## src/common/riscvPkg.sv

```systemverilog
`default_nettype none

package riscvPkg;

   typedef struct packed {
      logic [6:0] funct7;
      logic [4:0] rs2;
      logic [4:0] rs1;
      logic [2:0] funct3;
      logic [4:0] rd;
      logic [6:0] opcode;
   } rTypeFmt;

   typedef struct packed {
      logic [11:0] imm11to0;
      logic [4:0]  rs1;
      logic [2:0]  funct3;
      logic [4:0]  rd;
      logic [6:0]  opcode;
   } iTypeFmt;

   typedef struct packed {
      logic [6:0] imm11to5;
      logic [4:0] rs2;
      logic [4:0] rs1;
      logic [2:0] funct3;
      logic [4:0] imm4to0;
      logic [6:0] opcode;
   } sTypeFmt;

   typedef struct packed {
      logic       imm12;
      logic [5:0] imm10to5;
      logic [4:0] rs2;
      logic [4:0] rs1;
      logic [2:0] funct3;
      logic [3:0] imm4to1;
      logic       imm11;
      logic [6:0] opcode;
   } bTypeFmt;

   typedef struct packed {
      logic [19:0] imm31to12;
      logic [4:0]  rd;
      logic [6:0]  opcode;
   } uTypeFmt;

   typedef struct packed {
      logic       imm20;
      logic [9:0] imm10to1;
      logic       imm11;
      logic [7:0] imm19to12;
      logic [4:0] rd;
      logic [6:0] opcode;
   } jTypeFmt;

   // one word, six views
   typedef union packed {
      rTypeFmt rType;
      iTypeFmt iType;
      sTypeFmt sType;
      bTypeFmt bType;
      uTypeFmt uType;
      jTypeFmt jType;
   } instrWord;

   typedef enum logic [3:0] {
      aluAdd,
      aluSub,
      aluAnd,
      aluOr,
      aluXor,
      aluSlt,
      aluSltu,
      aluSll,
      aluSrl,
      aluSra,
      aluPassB // lui
   } aluOp;

   typedef enum logic [1:0] {
      wbAlu,
      wbLoad,
      wbPc4
   } wbSel;

   typedef enum logic [1:0] {
      fwdReg,
      fwdMem,
      fwdWb
   } fwdSel;

   localparam logic [6:0] opcOp     = 7'b0110011;
   localparam logic [6:0] opcOpImm  = 7'b0010011;
   localparam logic [6:0] opcLui    = 7'b0110111;
   localparam logic [6:0] opcAuipc  = 7'b0010111;
   localparam logic [6:0] opcLoad   = 7'b0000011;
   localparam logic [6:0] opcStore  = 7'b0100011;
   localparam logic [6:0] opcBranch = 7'b1100011;
   localparam logic [6:0] opcJal    = 7'b1101111;
   localparam logic [6:0] opcJalr   = 7'b1100111;
   localparam logic [6:0] opcSystem = 7'b1110011;

endpackage

`default_nettype wire

```

## src/decode/instrDecode.sv

```systemverilog
`timescale 1ns/1ps
`default_nettype none

module instrDecode import riscvPkg::*; (
   input  logic [31:0] instr,
   output logic [4:0]  rs1,
   output logic [4:0]  rs2,
   output logic [4:0]  rd,
   output logic [31:0] imm,
   output aluOp        op,
   output wbSel        wb,
   output logic        aSelPc,
   output logic        bSelImm,
   output logic        regWrite,
   output logic        memRead,
   output logic        memWrite,
   output logic        isBranch,
   output logic        isJal,
   output logic        isJalr,
   output logic        isHalt,
   output logic [2:0]  funct3
);

   instrWord iw;
   logic [6:0] opcode;
   logic alt;
   logic writesRd;

   function automatic aluOp aluFromFunct(input logic [2:0] f3, input logic sel);
      case (f3)
         3'b000: return sel ? aluSub : aluAdd;
         3'b001: return aluSll;
         3'b010: return aluSlt;
         3'b011: return aluSltu;
         3'b100: return aluXor;
         3'b101: return sel ? aluSra : aluSrl;
         3'b110: return aluOr;
         default: return aluAnd;
      endcase
   endfunction

   assign iw = instr;
   assign opcode = iw.rType.opcode;
   assign rd = iw.rType.rd;
   assign funct3 = iw.rType.funct3;
   // bit 30 only means sub/sra for R-type, or for srai
   assign alt = iw.rType.funct7[5] & ((opcode == opcOp) | (funct3 == 3'b101));
   assign regWrite = writesRd & (rd != 5'd0);

   always_comb begin
      rs1 = iw.rType.rs1;
      rs2 = 5'd0; // only R, S and B read rs2
      imm = {{20{iw.iType.imm11to0[11]}}, iw.iType.imm11to0};
      op = aluAdd;
      wb = wbAlu;
      aSelPc = 1'b0;
      bSelImm = 1'b1;
      writesRd = 1'b0;
      memRead = 1'b0;
      memWrite = 1'b0;
      isBranch = 1'b0;
      isJal = 1'b0;
      isJalr = 1'b0;
      isHalt = 1'b0;
      case (opcode)
         opcOp: begin
            rs2 = iw.rType.rs2;
            bSelImm = 1'b0;
            op = aluFromFunct(funct3, alt);
            writesRd = 1'b1;
         end
         opcOpImm: begin
            op = aluFromFunct(funct3, alt);
            writesRd = 1'b1;
         end
         opcLui, opcAuipc: begin
            rs1 = 5'd0;
            imm = {iw.uType.imm31to12, 12'd0};
            op = (opcode == opcLui) ? aluPassB : aluAdd;
            aSelPc = (opcode == opcAuipc);
            writesRd = 1'b1;
         end
         opcLoad: begin
            wb = wbLoad;
            memRead = 1'b1;
            writesRd = 1'b1;
         end
         opcStore: begin
            rs2 = iw.sType.rs2;
            imm = {{20{iw.sType.imm11to5[6]}}, iw.sType.imm11to5, iw.sType.imm4to0};
            memWrite = 1'b1;
         end
         opcBranch: begin
            rs2 = iw.bType.rs2;
            imm = {{19{iw.bType.imm12}}, iw.bType.imm12, iw.bType.imm11,
                   iw.bType.imm10to5, iw.bType.imm4to1, 1'b0};
            bSelImm = 1'b0;
            isBranch = 1'b1;
         end
         opcJal: begin
            rs1 = 5'd0;
            imm = {{11{iw.jType.imm20}}, iw.jType.imm20, iw.jType.imm19to12,
                   iw.jType.imm11, iw.jType.imm10to1, 1'b0};
            wb = wbPc4;
            writesRd = 1'b1;
            isJal = 1'b1;
         end
         opcJalr: begin
            wb = wbPc4;
            writesRd = 1'b1;
            isJalr = 1'b1;
         end
         opcSystem: isHalt = (iw.iType.imm11to0 == 12'd1); // ebreak, rest is nop
         default: ;
      endcase
   end

endmodule

`default_nettype wire

```

## src/verilog/fetchStage.sv

```systemverilog
`timescale 1ns/1ps
`default_nettype none

module fetchStage #(
   parameter int addrWidth = 12
) (
   input  logic                 CLK,
   input  logic                 RSTn,
   input  logic                 stall,
   input  logic                 redirect,
   input  logic [31:0]          redirectPc,
   input  logic [31:0]          iMemData,
   output logic [addrWidth-1:0] iMemAddr,
   output logic [31:0]          idInstr,
   output logic [31:0]          idPc,
   output logic                 idValid
);

   logic [31:0] pc;

   assign iMemAddr = pc[addrWidth-1:0]; // byte address

   // reset is active high here
   always_ff @(posedge CLK) begin
      if (RSTn) begin
         pc <= 32'd0;
         idValid <= 1'b0;
      end else if (redirect) begin
         pc <= redirectPc;
         idValid <= 1'b0; // squash the word in flight
      end else if (!stall) begin
         pc <= pc + 32'd4;
         idValid <= 1'b1;
      end
   end

   always_ff @(posedge CLK) begin
      if (!stall && !redirect) begin
         idInstr <= iMemData;
         idPc <= pc;
      end
   end

endmodule

`default_nettype wire

```

## src/verilog/aluUnit.sv

```systemverilog
`timescale 1ns/1ps
`default_nettype none

module aluUnit import riscvPkg::*; (
   input  logic [31:0] a,
   input  logic [31:0] b,
   input  aluOp        op,
   input  logic [31:0] cmpA,
   input  logic [31:0] cmpB,
   input  logic [2:0]  funct3,
   output logic [31:0] result,
   output logic        branchTaken
);

   always_comb begin
      case (op)
         aluAdd:   result = a + b;
         aluSub:   result = a - b;
         aluAnd:   result = a & b;
         aluOr:    result = a | b;
         aluXor:   result = a ^ b;
         aluSlt:   result = {31'd0, $signed(a) < $signed(b)};
         aluSltu:  result = {31'd0, a < b};
         aluSll:   result = a << b[4:0];
         aluSrl:   result = a >> b[4:0];
         aluSra:   result = $unsigned($signed(a) >>> b[4:0]);
         aluPassB: result = b;
         default:  result = a + b;
      endcase
   end

   // comparator works on the forwarded rs1/rs2, not on the ALU inputs
   always_comb begin
      case (funct3)
         3'b000:  branchTaken = (cmpA == cmpB);
         3'b001:  branchTaken = (cmpA != cmpB);
         3'b100:  branchTaken = ($signed(cmpA) < $signed(cmpB));
         3'b101:  branchTaken = ($signed(cmpA) >= $signed(cmpB));
         3'b110:  branchTaken = (cmpA < cmpB);
         3'b111:  branchTaken = (cmpA >= cmpB);
         default: branchTaken = 1'b0;
      endcase
   end

endmodule

`default_nettype wire

```

## src/verilog/forwardUnit.sv

```systemverilog
`timescale 1ns/1ps
`default_nettype none

module forwardUnit import riscvPkg::*; (
   input  logic [4:0] exRs1,
   input  logic [4:0] exRs2,
   input  logic [4:0] memRd,
   input  logic [4:0] wbRd,
   input  logic       memRegWrite,
   input  logic       wbRegWrite,
   input  logic [4:0] exRd,
   input  logic       exMemRead,
   input  logic [4:0] idRs1,
   input  logic [4:0] idRs2,
   output fwdSel      fwdA,
   output fwdSel      fwdB,
   output logic       idBypass1,
   output logic       idBypass2,
   output logic       loadStall
);

   logic memLive;
   logic wbLive;
   logic loadLive;

   // x0 never forwards
   assign memLive = memRegWrite && (memRd != 5'd0);
   assign wbLive = wbRegWrite && (wbRd != 5'd0);
   assign loadLive = exMemRead && (exRd != 5'd0);

   // younger result wins
   assign fwdA = (memLive && memRd == exRs1) ? fwdMem :
                 (wbLive && wbRd == exRs1) ? fwdWb : fwdReg;
   assign fwdB = (memLive && memRd == exRs2) ? fwdMem :
                 (wbLive && wbRd == exRs2) ? fwdWb : fwdReg;

   assign idBypass1 = wbLive && (wbRd == idRs1); // rf write lands at the same edge
   assign idBypass2 = wbLive && (wbRd == idRs2);

   assign loadStall = loadLive && ((exRd == idRs1) || (exRd == idRs2));

endmodule

`default_nettype wire

```

## src/verilog/riscvTop.sv

```systemverilog
`timescale 1ns/1ps
`default_nettype none

module riscvTop import riscvPkg::*; #(
   parameter int addrWidth = 12
) (
   input  logic                 CLK,
   input  logic                 RSTn,
   output logic [addrWidth-1:0] iMemAddr,
   input  logic [31:0]          iMemData,
   output logic [addrWidth-1:0] dMemAddr,
   output logic [31:0]          dMemWdata,
   output logic                 dMemWen,
   input  logic [31:0]          dMemRdata,
   output logic [4:0]           rfRa1,
   output logic [4:0]           rfRa2,
   input  logic [31:0]          rfRd1,
   input  logic [31:0]          rfRd2,
   output logic                 rfWe,
   output logic [4:0]           rfWa,
   output logic [31:0]          rfWd,
   output logic                 halt,
   output logic [31:0]          numInst,
   output logic [31:0]          outputPort
);

   logic [31:0] idInstr, idPc, idRs1Val, idRs2Val, decImm;
   logic [4:0] decRs1, decRs2, decRd;
   logic [2:0] decFunct3;
   aluOp decOp;
   wbSel decWbSel;
   logic idValid, decASelPc, decBSelImm, decRegWrite, decMemRead, decMemWrite;
   logic decIsBranch, decIsJal, decIsJalr, decIsHalt;
   logic idBypass1, idBypass2, loadStall, redirect, haltPend;
   logic [31:0] redirectPc;

   logic exValid, exASelPc, exBSelImm, exRegWrite, exMemRead, exMemWrite;
   logic exIsBranch, exIsJal, exIsJalr, exIsHalt, branchTaken;
   logic [31:0] exPc, exImm, exRs1Val, exRs2Val, opA, opB, aluResult, exResult;
   logic [4:0] exRs1, exRs2, exRd;
   logic [2:0] exFunct3;
   aluOp exOp;
   wbSel exWbSel;
   fwdSel fwdA, fwdB;

   logic memValid, memRegWrite, memMemWrite, memIsBranch, memIsHalt;
   logic [31:0] memAlu, memRs2Val, memWordAddr;
   logic [4:0] memRd;
   wbSel memWbSel;

   logic wbValid, wbRegWrite, wbMemWrite, wbIsBranch, wbIsHalt;
   logic [31:0] wbAlu, wbLoadData;
   logic [4:0] wbRd;
   wbSel wbWbSel;

   fetchStage #(.addrWidth(addrWidth)) fetch_i (
      .CLK(CLK), .RSTn(RSTn), .stall(loadStall | haltPend), .redirect(redirect),
      .redirectPc(redirectPc), .iMemData(iMemData), .iMemAddr(iMemAddr),
      .idInstr(idInstr), .idPc(idPc), .idValid(idValid)
   );

   instrDecode decode_i (
      .instr(idInstr), .rs1(decRs1), .rs2(decRs2), .rd(decRd), .imm(decImm),
      .op(decOp), .wb(decWbSel), .aSelPc(decASelPc), .bSelImm(decBSelImm),
      .regWrite(decRegWrite), .memRead(decMemRead), .memWrite(decMemWrite),
      .isBranch(decIsBranch), .isJal(decIsJal), .isJalr(decIsJalr),
      .isHalt(decIsHalt), .funct3(decFunct3)
   );

   // exMemRead only matters when ID holds a live instruction
   forwardUnit forward_i (
      .exRs1(exRs1), .exRs2(exRs2), .memRd(memRd), .wbRd(wbRd),
      .memRegWrite(memValid & memRegWrite), .wbRegWrite(rfWe), .exRd(exRd),
      .exMemRead(exValid & exMemRead & idValid), .idRs1(decRs1), .idRs2(decRs2),
      .fwdA(fwdA), .fwdB(fwdB), .idBypass1(idBypass1), .idBypass2(idBypass2),
      .loadStall(loadStall)
   );

   assign rfRa1 = decRs1;
   assign rfRa2 = decRs2;
   assign idRs1Val = idBypass1 ? rfWd : rfRd1;
   assign idRs2Val = idBypass2 ? rfWd : rfRd2;

   // ID/EX, bubble on stall, redirect or empty ID
   always_ff @(posedge CLK) begin
      if (RSTn) exValid <= 1'b0;
      else exValid <= idValid & ~loadStall & ~redirect;
   end

   always_ff @(posedge CLK) begin
      exPc <= idPc;
      exImm <= decImm;
      exRs1Val <= idRs1Val;
      exRs2Val <= idRs2Val;
      exRs1 <= decRs1;
      exRs2 <= decRs2;
      exRd <= decRd;
      exFunct3 <= decFunct3;
      exOp <= decOp;
      exWbSel <= decWbSel;
      exASelPc <= decASelPc;
      exBSelImm <= decBSelImm;
      exRegWrite <= decRegWrite;
      exMemRead <= decMemRead;
      exMemWrite <= decMemWrite;
      exIsBranch <= decIsBranch;
      exIsJal <= decIsJal;
      exIsJalr <= decIsJalr;
      exIsHalt <= decIsHalt;
   end

   assign opA = (fwdA == fwdMem) ? memAlu : (fwdA == fwdWb) ? rfWd : exRs1Val;
   assign opB = (fwdB == fwdMem) ? memAlu : (fwdB == fwdWb) ? rfWd : exRs2Val;

   aluUnit alu_i (
      .a(exASelPc ? exPc : opA), .b(exBSelImm ? exImm : opB), .op(exOp),
      .cmpA(opA), .cmpB(opB), .funct3(exFunct3), .result(aluResult),
      .branchTaken(branchTaken)
   );

   // branches carry the taken flag down for outputPort
   assign exResult = exIsBranch ? {31'd0, branchTaken} :
                     (exWbSel == wbPc4) ? exPc + 32'd4 : aluResult;

   // ebreak also flushes the two younger slots
   assign redirect = exValid & ((exIsBranch & branchTaken) | exIsJal | exIsJalr | exIsHalt);

   always_comb begin
      if (exIsJalr) redirectPc = (opA + exImm) & 32'hFFFF_FFFE;
      else if (exIsHalt) redirectPc = exPc; // park, fetch freezes next
      else redirectPc = exPc + exImm;
   end

   // EX/MEM
   always_ff @(posedge CLK) begin
      if (RSTn) begin
         memValid <= 1'b0;
         haltPend <= 1'b0;
      end else begin
         memValid <= exValid;
         if (exValid & exIsHalt) haltPend <= 1'b1;
      end
   end

   always_ff @(posedge CLK) begin
      memAlu <= exResult;
      memRs2Val <= opB;
      memRd <= exRd;
      memRegWrite <= exRegWrite;
      memMemWrite <= exMemWrite;
      memWbSel <= exWbSel;
      memIsBranch <= exIsBranch;
      memIsHalt <= exIsHalt;
   end

   assign memWordAddr = memAlu >> 2;
   assign dMemAddr = memWordAddr[addrWidth-1:0];
   assign dMemWdata = memRs2Val;
   assign dMemWen = ~(memValid & memMemWrite); // active low

   // MEM/WB
   always_ff @(posedge CLK) begin
      if (RSTn) wbValid <= 1'b0;
      else wbValid <= memValid;
   end

   always_ff @(posedge CLK) begin
      wbAlu <= memAlu;
      wbLoadData <= dMemRdata;
      wbRd <= memRd;
      wbRegWrite <= memRegWrite;
      wbMemWrite <= memMemWrite;
      wbWbSel <= memWbSel;
      wbIsBranch <= memIsBranch;
      wbIsHalt <= memIsHalt;
   end

   assign rfWe = wbValid & wbRegWrite;
   assign rfWa = wbRd;
   assign rfWd = (wbWbSel == wbLoad) ? wbLoadData : wbAlu;
   assign outputPort = wbIsHalt ? 32'd0 : (wbMemWrite | wbIsBranch) ? wbAlu : rfWd;

   always_ff @(posedge CLK) begin
      if (RSTn) begin
         numInst <= 32'd0;
         halt <= 1'b0;
      end else begin
         if (wbValid) numInst <= numInst + 32'd1;
         if (wbValid & wbIsHalt) halt <= 1'b1; // sticky
      end
   end

endmodule

`default_nettype wire

```

## config.mk

```make
export PLATFORM = sky130hd
export DESIGN_NAME = riscvTop
export DESIGN_NICKNAME = d
export VERILOG_FILES = /design/src/common/riscvPkg.sv /design/src/decode/instrDecode.sv /design/src/verilog/fetchStage.sv /design/src/verilog/aluUnit.sv /design/src/verilog/forwardUnit.sv /design/src/verilog/riscvTop.sv
export SDC_FILE = /design/constraint.sdc
export NUM_CORES = 2
export LEC_CHECK = 0
export BUFFER_PORTS_ARGS = -buffer_cell sky130_fd_sc_hd__buf_2
export CAP_MARGIN = 10
export CORE_UTILIZATION = 30
export CTS_CLUSTER_DIAMETER = 30
export DETAILED_ROUTE_END_ITERATION = 8
export GPL_ROUTABILITY_DRIVEN = 0
export PLACE_DENSITY = 0.47
export SETUP_SLACK_MARGIN = 0.5
export SYNTH_ARGS = -nofsm -noshare
export SYNTH_HDL_FRONTEND = slang
export SYNTH_SLANG_ARGS = --single-unit
```

## constraint.sdc

```tcl
create_clock -name CLK -period 15.2 [get_ports CLK]
set_input_delay 1.52 -clock CLK [delete_from_list [all_inputs] [get_ports CLK]]
set_output_delay 1.52 -clock CLK [all_outputs]
set_load 0.1 [all_outputs]
```

==> results.tsv <==
metric	value	unit
status	finished, violations left	
failing checks	DRC	
synthesized area	32020	sq um
WP data arrival	8000	ps
Tot Pwr	5114	uW
DRT antenna net count	0	
Setup WS pre-CTS	7908	ps
VDD IR-drop max	0.1001	mV
# placed instances	5442	
flop2flop setup slack	7740	ps
Post-CTS Setup Inserts	0	
fillers	10970	
CTS Sinks	445	
die height	328.7	um
Lkg Pwr	0.01633	uW
crit path launch type	flop	
Syn Nets	4277	
initial antenna violation count	17	
Synth top area share	0.2382	
CP endpoint kind	flop	
crit share post-route	0.4907	
top cells by area, synth	dfxtp_1 (24%), ha_1 (7.5%), edfxtp_1 (6.0%)	
Top Ports	300	
Mapped Avg Cell Area	8.106	sq um
hold buffer count at CTS	0	
vias per cell	5.899	
Post-synth EDFFs	64	
Worst R2R Start	memRd[2]	
Final Critical Period	7459	ps
num rows	119	
Skew-Pair Late Insertion Delay	670	ps
I/O Buffers	299	
hold_ws	321.1	ps
Reg area	9552	sq um
number of library cell types mapped by synthesis	100	
FF+latch count, synth	445	
footprint of the multi-input gates	20630	sq um
final setup margin	7741	ps
total grt overflow	0	
Pwr Density	132.5	nW/um^2
core area	105600	sq um
CTS Buffer Depth	3	
Root Buffer	clkbuf_16	
Cells after Synth	3950	
RSZ-0062 raised after global routing	no	
largest net degree at the start of global routing	69	
per-cell routed wire length	27.70	um
Worst-Margin Slew	1160	ps
HPWL after DPL	118.8	mm
most common cell in the netlist	dfxtp_1	
number of max-cap violations	0	
Area growth syn-to-layout	20.54	%
DR DRC count	8	
non-filler cells in the finished layout	5633	
final setup vio count	0	
CP max FO	64	
clk_skew	50.60	ps
TNS Setup	0	ps
layout cells sized above 1	0.1715	
global-route wire length before repair	222.8	mm
post-cts gate resize count	0	
die area	108000	sq um
Primary FF master, synth	dfxtp_1	
Total Nets Final	4480	
CTS Buf Count	100	
achievable frequency	134.1	MHz
commonest cells in the synthesized netlist	dfxtp_1 (381), nor2_1 (343), nand2_1 (331), a21oi_1 (313), o21ai_0 (259)	
critical path class	flop to flop	
total track usage	0.2801	
Initial Util	0.3033	
Yosys warning count	0	
fin. max-slew vios	0	
Crit path required time	15740	ps
area leader, netlist	dfxtp_1	
DR iter-0 viols	4122	
clock slew at reported path FFs	50	ps
Slew HR	0.2044	
Async SR Flop Fraction	0	
CTS H-tree lvls	3	
sequential fraction of the synthesis area	0.2983	
TritonCTS clock tree	built	
final hold vios	0	
CP startpoint	memRd[2]	
Hold WC Path Type	flop to flop	
Hold Path Origin	fetch_i.idPc[16]	
DR pass1 iterations	9	
vias in the first global route	31570	
Die X	328.7	um
Post-Route WL	156.0	mm
via count	33230	
## stage by stage
stage                 util  instance area, sq um
detailed placement  0.3304                 34870
global route        0.3655                 38590
floorplan                -                 32020
global placement    0.3304                 34870
finish              0.3656                 38590
CTS                 0.3655                 38590
## cell families (layout without fill, tap and decap cells)
logic type               count (synthesis)  in the layout  synth area share
XOR/XNOR                               188            188           0.05143
AND/OR/NAND/NOR                       1178           1178            0.1725
other                                    0              2                 0
flip-flops                             445            445            0.2983
AO/OA/AOI/OAI                         1252           1252            0.2631
buffers and inverters                  487            777           0.06378
multiplexers                           203            203           0.07296
adder cells (fa/ha/maj)                197            197           0.07792
## metal layers
| layer | wire [um] | GRT usage | up-vias |
|---|---|---|---|
| met4 | 9041 | 0.1428 | 16 |
| met3 | 15900 | 0.07321 | 431 |
| met5 | 106 | 0 | - |
| li1 | - | - | 14940 |
| met1 | 63750 | 0.3616 | 16000 |
| met2 | 67240 | 0.4280 | 1839 |
## sequential cells by signal, indices dropped and copies added (netlist names), 32 cells and up
| name | count |
|---|---|
| fetch_i.idPc | 32 |
| dMemWdata | 32 |
| exPc | 32 |
| wbLoadData | 32 |
| fetch_i.idInstr | 32 |
| exRs1Val | 32 |
| exImm | 32 |
| wbAlu | 32 |
| numInst | 32 |
| fetch_i.pc | 32 |
| memAlu | 32 |
| exRs2Val | 32 |
## power breakdown
part           switching (uW)  internal, uW
clock network             793          1570
logic                    1020           328
registers                 129          1280
total                    1940          3170
## cell usage in the layout, fill, tap and decap left out, drive strengths merged, types with 25 or more instances in the layout
cell    netlist  final
nor2        343    343
mux2         43     43
buf          98    398
edfxtp       64     64
o21ai       267    267
a221oi       31     31
xor2         88     88
inv         188    210
and3         40     40
dfxtp       381    381
nand4        65     65
a21o         71     71
nor2b        33     33
a21oi       314    314
o221ai       29     29
o22ai        36     36
clkinv        2     25
nand3        92     92
nand2b       30     30
and2         29     29
xnor2       100    100
nand2       332    332
clkbuf      199    114
or3          27     27
a211oi       97     97
o31ai        54     54
mux2i       140    140
o211ai       61     61
ha          193    193
o21bai       25     25
nor3        122    122
## cell type report
cell class,instances,area share
antenna,2,0.0001297
clock buffer,114,0.06834
clock inverter,75,0.02791
inverter,190,0.01848
multi-input combinational,3018,0.5345
sequential,445,0.2475
tap,1391,0.04510
timing repair buffer,398,0.05803
## worst max-delay path, cell delays in order, from the launching register on
cell       delay (ps)
dfxtp_1           460
nor4_2            110
a211oi_1          690
and2_2            970
o31ai_2           260
mux2i_4           320
buf_4             600
ha_1              450
a221oi_1          460
nor3_1            130
o41ai_1           780
a311oi_1          230
buf_4             240
o31a_1            320
a221oi_1          300
a21oi_1            70
a2111oi_0         480
o21ai_0           180
o221a_2           250
## final timing paths
path / endpoint / depth (start not counted)
max: memAlu[17] / 18
min: exPc[16] / 0
max reg2reg: memAlu[17] / 18
min reg2reg: exPc[16] / 0
(Power assumes the default switching activity.)
